### src/hdl/uart_bridge_pkg.sv
package uart_bridge_pkg;

    // Serial bit timing
    localparam int CLKS_PER_BIT = 16;                      // Clocks per UART bit
    localparam int BIT_CNT_W = $clog2(CLKS_PER_BIT);
    localparam logic [BIT_CNT_W-1:0] BIT_END = BIT_CNT_W'(CLKS_PER_BIT - 1);
    localparam logic [BIT_CNT_W-1:0] BIT_MID = BIT_CNT_W'(CLKS_PER_BIT / 2 - 1);

    // Inter-byte timeout, 40 bit periods
    localparam int TIMEOUT_CLKS = 40 * CLKS_PER_BIT;
    localparam int TMO_CNT_W = $clog2(TIMEOUT_CLKS);
    localparam logic [TMO_CNT_W-1:0] TMO_END = TMO_CNT_W'(TIMEOUT_CLKS - 1);

    // Register bus widths and command byte layout
    localparam int DATA_W = 32;
    localparam int IDX_W = 7;                              // Low bits of command byte
    localparam int CMD_WRITE_BIT = 7;                      // 1 = write

    // Register map
    localparam logic [IDX_W-1:0] REG_CTRL = 7'd0;          // Bit 0 bridge enable
    localparam logic [IDX_W-1:0] REG_SCRATCH0 = 7'd1;
    localparam logic [IDX_W-1:0] REG_SCRATCH1 = 7'd2;
    localparam logic [IDX_W-1:0] REG_ID = 7'd3;            // Read only
    localparam logic [IDX_W-1:0] REG_STATUS = 7'd4;        // Read only, counters
    localparam logic [DATA_W-1:0] ID_VALUE = 32'h5541_5254;

    // Reply status codes, zero-extended into the status byte
    localparam int ST_W = 2;
    localparam logic [ST_W-1:0] ST_OK = 2'd0;
    localparam logic [ST_W-1:0] ST_BAD_ADDR = 2'd1;
    localparam logic [ST_W-1:0] ST_READ_ONLY = 2'd2;
    localparam logic [ST_W-1:0] ST_TIMEOUT = 2'd3;

    // Receiver FSM states
    localparam logic [1:0] RX_IDLE = 2'd0;
    localparam logic [1:0] RX_START = 2'd1;
    localparam logic [1:0] RX_DATA = 2'd2;
    localparam logic [1:0] RX_STOP = 2'd3;

    // Command engine FSM states
    localparam logic [1:0] CE_IDLE = 2'd0;
    localparam logic [1:0] CE_DATA = 2'd1;                 // Collecting write bytes
    localparam logic [1:0] CE_ACCESS = 2'd2;               // Register strobe cycle
    localparam logic [1:0] CE_REPLY = 2'd3;

endpackage

### src/hdl/reg_bus_if.sv
`timescale 1ns/1ps

interface reg_bus_if;
    import uart_bridge_pkg::*;

    logic              wr_en;   // One-cycle write strobe
    logic              rd_en;   // One-cycle read strobe
    logic [IDX_W-1:0]  idx;
    logic [DATA_W-1:0] wdata;
    logic [DATA_W-1:0] rdata;   // Combinational from idx
    // Access status, ST_OK when the access is legal
    logic [ST_W-1:0]   err;

    // Command engine side
    modport master (
        output wr_en,
        output rd_en,
        output idx,
        output wdata,
        input  rdata,
        input  err
    );

    // Register block side
    modport slave (
        input  wr_en,
        input  rd_en,
        input  idx,
        input  wdata,
        output rdata,
        output err
    );

endinterface

### src/hdl/uart_rx.sv
`timescale 1ns/1ps

module uart_rx (
    input  logic       clk,
    input  logic       rst,
    input  logic       rx,
    output logic       rx_valid,
    output logic [7:0] rx_data,
    output logic       rx_frame_err
);
    import uart_bridge_pkg::*;

    logic [1:0]           rx_sync;   // Two-flop synchroniser
    logic                 rx_prev;   // For falling edge detect
    logic                 rx_line;
    logic [1:0]           state;
    logic [BIT_CNT_W-1:0] cnt;
    logic [2:0]           bit_idx;
    logic [7:0]           shreg;

    assign rx_line = rx_sync[1];
    assign rx_data = shreg;

    always_ff @(posedge clk or posedge rst) begin
        if (rst) begin
            rx_sync <= 2'b11;   // Line idles high
            rx_prev <= 1'b1;
        end else begin
            rx_sync <= {rx_sync[0], rx};
            rx_prev <= rx_line;
        end
    end

    always_ff @(posedge clk or posedge rst) begin
        if (rst) begin
            state        <= RX_IDLE;
            cnt          <= '0;
            bit_idx      <= '0;
            rx_valid     <= 1'b0;
            rx_frame_err <= 1'b0;
        end else begin
            rx_valid     <= 1'b0;
            rx_frame_err <= 1'b0;
            case (state)
                RX_IDLE: begin
                    if (rx_prev && !rx_line) begin   // Start edge
                        state <= RX_START;
                        cnt   <= '0;
                    end
                end
                RX_START: begin
                    if (cnt == BIT_MID) begin
                        // Glitch check at mid start bit
                        state   <= rx_line ? RX_IDLE : RX_DATA;
                        cnt     <= '0;
                        bit_idx <= '0;
                    end else begin
                        cnt <= cnt + 1'b1;
                    end
                end
                RX_DATA: begin
                    if (cnt == BIT_END) begin
                        cnt     <= '0;
                        bit_idx <= bit_idx + 1'b1;
                        if (bit_idx == 3'd7) state <= RX_STOP;
                    end else begin
                        cnt <= cnt + 1'b1;
                    end
                end
                default: begin   // RX_STOP
                    if (cnt == BIT_END) begin
                        rx_valid     <= rx_line;    // Good stop bit
                        rx_frame_err <= !rx_line;   // Byte dropped
                        state        <= RX_IDLE;
                        cnt          <= '0;
                    end else begin
                        cnt <= cnt + 1'b1;
                    end
                end
            endcase
        end
    end

    // Data bits arrive LSB first
    always_ff @(posedge clk) begin
        if (state == RX_DATA && cnt == BIT_END) shreg <= {rx_line, shreg[7:1]};
    end

endmodule

### src/hdl/uart_tx.sv
`timescale 1ns/1ps

module uart_tx (
    input  logic       clk,
    input  logic       rst,
    input  logic       tx_start,
    input  logic [7:0] tx_data,
    input  logic       cts_n,
    output logic       tx,
    output logic       tx_busy
);
    import uart_bridge_pkg::*;

    logic [9:0]           shreg;     // Stop, data, start
    logic                 sending;   // Low while waiting on cts_n
    logic [BIT_CNT_W-1:0] cnt;
    logic [3:0]           bit_idx;
    logic                 bit_done;

    assign tx       = sending ? shreg[0] : 1'b1;   // Idle high
    assign bit_done = sending && (cnt == BIT_END);

    always_ff @(posedge clk or posedge rst) begin
        if (rst) begin
            tx_busy <= 1'b0;
            sending <= 1'b0;
            cnt     <= '0;
            bit_idx <= '0;
        end else if (!tx_busy) begin
            if (tx_start) begin
                tx_busy <= 1'b1;
                sending <= !cts_n;   // Start bit next cycle if host ready
                cnt     <= '0;
                bit_idx <= '0;
            end
        end else if (!sending) begin
            // Byte parked until host clears to send
            if (!cts_n) sending <= 1'b1;
        end else if (bit_done) begin
            cnt <= '0;
            if (bit_idx == 4'd9) begin   // End of stop bit
                tx_busy <= 1'b0;
                sending <= 1'b0;
            end else begin
                bit_idx <= bit_idx + 1'b1;
            end
        end else begin
            cnt <= cnt + 1'b1;
        end
    end

    always_ff @(posedge clk) begin
        if (!tx_busy && tx_start) begin
            shreg <= {1'b1, tx_data, 1'b0};
        end else if (bit_done) begin
            shreg <= {1'b1, shreg[9:1]};   // Next bit out
        end
    end

endmodule

### src/hdl/cmd_engine.sv
`timescale 1ns/1ps

module cmd_engine (
    input  logic       clk,
    input  logic       rst,
    input  logic       rx_valid,
    input  logic [7:0] rx_data,
    input  logic       bridge_enable,
    input  logic       tx_busy,
    output logic       tx_start,
    output logic [7:0] tx_data,
    output logic       cmd_done,
    output logic       rts_n,
    reg_bus_if.master  bus
);
    import uart_bridge_pkg::*;

    logic [1:0]           state;
    logic [7:0]           cmd_q;       // Command byte
    logic [1:0]           byte_cnt;    // Write data bytes seen
    logic [TMO_CNT_W-1:0] tmo_cnt;
    logic [DATA_W-1:0]    wdata_q;
    logic [DATA_W-1:0]    rdata_q;     // Read data, shifted out LSB first
    logic [2:0]           left;        // Data bytes still to send
    logic                 tmo_reply;   // Current reply is a timeout
    logic                 locked;      // Frame in flight, host held off
    logic                 is_write;
    logic                 last_byte;
    logic                 tmo_hit;
    logic                 next_byte;
    logic [7:0]           status_byte;

    assign is_write    = cmd_q[CMD_WRITE_BIT];
    assign status_byte = {{(8 - ST_W){1'b0}}, bus.err};
    assign tmo_hit     = (state == CE_DATA) && !rx_valid && (tmo_cnt == TMO_END);
    // Previous byte out and acknowledged by uart_tx
    assign next_byte   = (state == CE_REPLY) && !tx_start && !tx_busy && (left != 3'd0);

    // Frame ends on a read command or on the fourth write byte
    always_comb begin
        last_byte = 1'b0;
        if (rx_valid) begin
            if (state == CE_IDLE) last_byte = !rx_data[CMD_WRITE_BIT];
            else if (state == CE_DATA) last_byte = (byte_cnt == 2'd3);
        end
    end

    // Single register access while in CE_ACCESS
    assign bus.wr_en = (state == CE_ACCESS) && is_write;
    assign bus.rd_en = (state == CE_ACCESS) && !is_write;
    assign bus.idx   = cmd_q[IDX_W-1:0];
    assign bus.wdata = wdata_q;

    always_ff @(posedge clk or posedge rst) begin
        if (rst) begin
            state     <= CE_IDLE;
            byte_cnt  <= '0;
            tmo_cnt   <= '0;
            left      <= '0;
            tmo_reply <= 1'b0;
            locked    <= 1'b0;
            tx_start  <= 1'b0;
            cmd_done  <= 1'b0;
            rts_n     <= 1'b1;   // Not ready in reset
        end else begin
            tx_start <= 1'b0;
            cmd_done <= 1'b0;
            rts_n    <= !bridge_enable || locked;
            if (last_byte) begin
                state  <= CE_ACCESS;
                locked <= 1'b1;
                rts_n  <= 1'b1;
            end
            case (state)
                CE_IDLE: begin
                    if (rx_valid && rx_data[CMD_WRITE_BIT]) begin
                        state    <= CE_DATA;
                        byte_cnt <= '0;
                        tmo_cnt  <= '0;
                    end
                end
                CE_DATA: begin
                    if (rx_valid) begin
                        byte_cnt <= byte_cnt + 1'b1;
                        tmo_cnt  <= '0;   // Restart per byte
                    end else if (tmo_hit) begin
                        state     <= CE_REPLY;   // Abandon frame
                        tmo_reply <= 1'b1;
                        left      <= '0;
                        tx_start  <= 1'b1;
                    end else begin
                        tmo_cnt <= tmo_cnt + 1'b1;
                    end
                end
                CE_ACCESS: begin
                    state     <= CE_REPLY;
                    tmo_reply <= 1'b0;
                    tx_start  <= 1'b1;   // Status byte first
                    left      <= (!is_write && bus.err == ST_OK) ? 3'd4 : 3'd0;
                end
                default: begin   // CE_REPLY
                    if (next_byte) begin
                        tx_start <= 1'b1;
                        left     <= left - 1'b1;
                    end else if (!tx_start && !tx_busy) begin
                        state    <= CE_IDLE;
                        cmd_done <= !tmo_reply;   // Timeouts are not counted
                        locked   <= 1'b0;
                        rts_n    <= !bridge_enable;
                    end
                end
            endcase
        end
    end

    // Frame and reply payload
    always_ff @(posedge clk) begin
        if (state == CE_IDLE && rx_valid) cmd_q <= rx_data;
        if (state == CE_DATA && rx_valid) wdata_q[byte_cnt*8 +: 8] <= rx_data;   // LSB first
        if (tmo_hit) tx_data <= {{(8 - ST_W){1'b0}}, ST_TIMEOUT};
        if (state == CE_ACCESS) begin
            tx_data <= status_byte;
            rdata_q <= bus.rdata;
        end
        if (next_byte) begin
            tx_data <= rdata_q[7:0];
            rdata_q <= rdata_q >> 8;
        end
    end

endmodule

### src/hdl/reg_block.sv
`timescale 1ns/1ps

module reg_block (
    input  logic      clk,
    input  logic      rst,
    reg_bus_if.slave  bus,
    input  logic      cmd_done,
    input  logic      rx_frame_err,
    output logic      bridge_enable
);
    import uart_bridge_pkg::*;

    logic [DATA_W-1:0] scratch0;
    logic [DATA_W-1:0] scratch1;
    logic [15:0]       cmd_cnt;    // Completed commands, wraps
    logic [7:0]        ferr_cnt;   // Framing errors, wraps
    logic              bad_idx;
    logic              ro_idx;
    logic              wr_ok;

    assign bad_idx = bus.idx > REG_STATUS;
    assign ro_idx  = (bus.idx == REG_ID) || (bus.idx == REG_STATUS);

    // Access check, bad index takes priority
    always_comb begin
        bus.err = ST_OK;
        if ((bus.wr_en || bus.rd_en) && bad_idx) begin
            bus.err = ST_BAD_ADDR;
        end else if (bus.wr_en && ro_idx) begin
            bus.err = ST_READ_ONLY;
        end
    end

    assign wr_ok = bus.wr_en && (bus.err == ST_OK);

    // Read mux
    always_comb begin
        case (bus.idx)
            REG_CTRL:     bus.rdata = {{(DATA_W - 1){1'b0}}, bridge_enable};
            REG_SCRATCH0: bus.rdata = scratch0;
            REG_SCRATCH1: bus.rdata = scratch1;
            REG_ID:       bus.rdata = ID_VALUE;
            REG_STATUS:   bus.rdata = {{(DATA_W - 24){1'b0}}, ferr_cnt, cmd_cnt};
            default:      bus.rdata = '0;
        endcase
    end

    always_ff @(posedge clk or posedge rst) begin
        if (rst) begin
            bridge_enable <= 1'b1;   // Enabled out of reset
            scratch0      <= '0;
            scratch1      <= '0;
        end else if (wr_ok) begin
            case (bus.idx)
                REG_CTRL:     bridge_enable <= bus.wdata[0];
                REG_SCRATCH0: scratch0 <= bus.wdata;
                REG_SCRATCH1: scratch1 <= bus.wdata;
                default:      ;   // Nothing writable here
            endcase
        end
    end

    // Statistics
    always_ff @(posedge clk or posedge rst) begin
        if (rst) begin
            cmd_cnt  <= '0;
            ferr_cnt <= '0;
        end else begin
            if (cmd_done) cmd_cnt <= cmd_cnt + 1'b1;
            if (rx_frame_err) ferr_cnt <= ferr_cnt + 1'b1;
        end
    end

endmodule

### src/hdl/uart_bridge_top.sv
`timescale 1ns/1ps

module uart_bridge_top (
    input  logic clk,
    input  logic rst,
    input  logic uart_rx,
    output logic uart_tx,
    output logic uart_rts_n,   // Active low, registered in cmd_engine
    input  logic uart_cts_n    // Active low, from host
);

    // Receiver to engine and statistics
    logic       rx_valid;
    logic [7:0] rx_data;
    logic       rx_frame_err;

    // Engine to transmitter
    logic       tx_start;
    logic [7:0] tx_data;
    logic       tx_busy;

    logic       cmd_done;        // Reply finished
    logic       bridge_enable;   // CTRL bit 0

    reg_bus_if reg_bus ();

    uart_rx i_uart_rx (
        .clk          (clk),
        .rst          (rst),
        .rx           (uart_rx),
        .rx_valid     (rx_valid),
        .rx_data      (rx_data),
        .rx_frame_err (rx_frame_err)
    );

    uart_tx i_uart_tx (
        .clk      (clk),
        .rst      (rst),
        .tx_start (tx_start),
        .tx_data  (tx_data),
        .cts_n    (uart_cts_n),
        .tx       (uart_tx),
        .tx_busy  (tx_busy)
    );

    cmd_engine i_cmd_engine (
        .clk           (clk),
        .rst           (rst),
        .rx_valid      (rx_valid),
        .rx_data       (rx_data),
        .bridge_enable (bridge_enable),
        .tx_busy       (tx_busy),
        .tx_start      (tx_start),
        .tx_data       (tx_data),
        .cmd_done      (cmd_done),
        .rts_n         (uart_rts_n),
        .bus           (reg_bus.master)
    );

    reg_block i_reg_block (
        .clk           (clk),
        .rst           (rst),
        .bus           (reg_bus.slave),
        .cmd_done      (cmd_done),
        .rx_frame_err  (rx_frame_err),
        .bridge_enable (bridge_enable)
    );

endmodule

### config.mk
export PLATFORM = sky130hd
export DESIGN_NAME = uart_bridge_top
export DESIGN_NICKNAME = d
export VERILOG_FILES = /design/src/hdl/uart_bridge_pkg.sv /design/src/hdl/reg_bus_if.sv /design/src/hdl/uart_rx.sv /design/src/hdl/uart_tx.sv /design/src/hdl/cmd_engine.sv /design/src/hdl/reg_block.sv /design/src/hdl/uart_bridge_top.sv
export SDC_FILE = /design/constraint.sdc
export NUM_CORES = 1
export LEC_CHECK = 0
export BUFFER_PORTS_ARGS = -buffer_cell sky130_fd_sc_hd__buf_2
export CORE_MARGIN = 3
export CORE_UTILIZATION = 61
export DETAILED_ROUTE_END_ITERATION = 10
export HOLD_SLACK_MARGIN = 0.05
export PLACE_DENSITY = 0.76
export SLEW_MARGIN = 20
export SYNTH_ARGS = -nofsm -noshare
export SYNTH_HDL_FRONTEND = slang
export SYNTH_HIERARCHICAL = 1
export SYNTH_SLANG_ARGS = --single-unit
### constraint.sdc
create_clock -name clk -period 5.4 [get_ports clk]
set_input_delay 1.08 -clock clk [delete_from_list [all_inputs] [get_ports clk]]
set_output_delay 1.08 -clock clk [all_outputs]
set_load 0.01 [all_outputs]
==> flow_metrics.env <==
export IMPL_postSynthAreaPerCell_sq_um=11.9
export IMPL_layout_nets=922
export IMPL_timing_final_crit_share=0.459
export IMPL_overflow=0
export IMPL_die_h_um=139
export IMPL_final_core_util=0.673
export IMPL_clockBufferDepth=3
export IMPL_start_util=0.626
export IMPL_cp_end_kind="output pin"
export IMPL_vias=6609
export IMPL_synth_warning_count=6
export IMPL_cts_buffers=24
export IMPL_drc=0
export IMPL_diodes=0
export IMPL_synth_edff_count=88
export IMPL_worst_hold_path_type="flip-flop to flip-flop"
export IMPL_cts_sinks=232
export IMPL_fin_skew_ns=0.00911
export IMPL_arrival_ns=1.40
export IMPL_cts_resized_gates=0
export IMPL_holdWs_ns=0.357
export IMPL_syn_area_sq_um=10900
export IMPL_synth_fp_nets=940
export IMPL_critPathKind="flip-flop to output pin"
export IMPL_hold_viol_final=0
export IMPL_grt_pass1_wl_mm=33.7
export IMPL_start_kind="flip-flop"
export IMPL_fmaxAchievable_mhz=403
export IMPL_max_slew_worst_pin_slew_ns=0.833
export IMPL_layout_drive_gt1_share=0.148
export IMPL_via_per_inst=5.80
export IMPL_wl_per_cell_um=17.9
export IMPL_path_clk_slew_ns=0.06
export IMPL_grt_pass1_vias=6302
export IMPL_ys_flop_type="dfrtp_1"
export IMPL_p_leak_nw=5.17
export IMPL_first_pass_iters=5
export IMPL_crit_required_ns=4.32
export IMPL_ctsHoldBuffers=0
export IMPL_rows=48
export IMPL_async_flop_share=0.582
export IMPL_track_usage=0.213
export IMPL_wl_mm=20.4
export IMPL_clockRootBuffer="clkbuf_16"
export IMPL_ant_nets=0
export IMPL_dpl_hpwl_mm=14.1
export IMPL_ys_ff_latch=232
export IMPL_finalMaxSlewViolations=0
export IMPL_gp_congestion=0.841
export IMPL_fin_crit_ns=2.48
export IMPL_maxSlewHeadroom=0.440
export IMPL_finalSetupTns_ns=0
export IMPL_clk_latency_ns=0.51
export IMPL_run_status="completed"
export IMPL_power_density_nw_per_um2=381
export IMPL_drt_iter0_drc=511
export IMPL_portBuffers=5
export IMPL_synth_seq_area_share=0.572
export IMPL_post_cts_setup_buffers=0
export IMPL_crit_fanout=9
export IMPL_ios=6
export IMPL_area_growth_pct=7.57
export IMPL_syn_inst=915
export IMPL_rsz0062_at_grt="no"
export IMPL_die_w_um=139
export IMPL_synth_cell_types=75
export IMPL_antenna_found_initial=0
export IMPL_vdd_drop_max_mv=0.270
export IMPL_dieArea_sq_um=19400
export IMPL_core_sq_um=17400
export IMPL_maxCapViolCount=0
export IMPL_htreeDepth=1
export IMPL_setup_viol=0
export IMPL_tritoncts="built"
export IMPL_num_fill_cells=1258
export IMPL_grt_max_degree=56
Yosys cell counts (all sizes together), types with 16 or more instances:
master / number / area (sq um)
clkbuf: 28 / 105
xnor2: 16 / 140
nand3: 29 / 170
edfxtp: 88 / 2640
ha: 21 / 263
a22oi: 20 / 150
and2: 45 / 282
mux2: 72 / 1040
nand2: 154 / 578
nor2: 46 / 175
dfrtp: 130 / 3250
o21ai: 32 / 160
a21oi: 22 / 118
inv: 21 / 78.8
buf: 27 / 230
area by class of cell:
class / count / area (sq um) / share of cell area
sequential: 232 / 6210 / 0.531
multi-input combinational: 607 / 4250 / 0.364
clock buffer: 33 / 696 / 0.0596
tap: 225 / 282 / 0.0241
clock inverter: 11 / 97.6 / 0.00835
inverter: 21 / 81.3 / 0.00696
timing repair buffer: 11 / 70.1 / 0.00600
stage by stage:
stage / area, sq um / total power, W / std cells / setup slack (ns)
after CTS: 11700 / 0.00450 / 1140 / 2.71
final: 11700 / 0.00445 / 1140 / 2.92
after global routing: 11700 / 0.00467 / 1140 / 2.75
after global placement: 10900 / 0.00283 / 1096 / 2.79
after detailed placement: 10900 / 0.00285 / 1096 / 2.72
after floorplan: 10900 / 0.00272 / 915 / 2.01
layer usage:
metal,wire length (um),global-route usage
met1,9640,0.313
met4,701,0.0747
met5,0,0
met2,9260,0.324
met3,820,0.0354
critical path, cell delays in order (launching register included):
cell	delay (ns)
dfrtp_1	0.50
or2b_1	0.26
buf_2	0.14
power by group:
part           total, W  internal (W)  switching [W]
combinational  0.000619      0.000275       0.000344
sequential      0.00220       0.00205       0.000157
clock           0.00163      0.000990       0.000641
total           0.00445       0.00331        0.00114
cell usage in the layout (no fill, tap or decap), types with 16 or more instances in the layout:
master and n:
nand2_1 154, dfrtp_1 130, edfxtp_1 88, mux2_4 61, nor2_1 45, and2_1 45
o21ai_0 29, nand3_1 27, clkbuf_16 25, ha_1 21, inv_1 20, a21oi_1 20
a22oi_1 20, xnor2_1 16
worst paths after layout:
check	from	endpoint	slack, ns	cells after the start
min in group asynchronous	rst	i_uart_tx/bit_idx[1]	0.63	2
min reg2reg	i_uart_rx/rx_sync[0]	i_uart_rx/rx_sync[1]	0.36	0
max in group asynchronous	rst	i_reg_block/cmd_cnt[12]	3.73	3
max reg2reg	i_cmd_engine/state[1]	i_cmd_engine/left[1]	2.96	6
min	i_uart_rx/rx_sync[0]	i_uart_rx/rx_sync[1]	0.36	0
max	i_uart_tx/sending	uart_tx	2.92	2
state kept, by name, summed over array words and instances, names as in the netlist, 8 cells and up:
signal,flops
i_cmd_engine/rdata_q,32
i_uart_tx/shreg,9
i_cmd_engine/tmo_cnt,10
i_uart_rx/rx_data,8
i_reg_block/scratch1,32
i_cmd_engine/bus.wdata,32
i_cmd_engine/tx_data,8
i_reg_block/ferr_cnt,8
i_reg_block/cmd_cnt,16
i_cmd_engine/cmd_q,8
i_reg_block/scratch0,32
kinds of logic after synthesis:
group,after synthesis,synth area share
and+or+nand+nor,348,0.160
DFF,232,0.572
AOI/OAI and AO/OA,126,0.0767
muxes,87,0.110
buffers and inverters,76,0.0381
xor gates and xnor gates,25,0.0202
adders and majority gates,21,0.0242
Note: power is estimated with default switching activity, not from simulation.
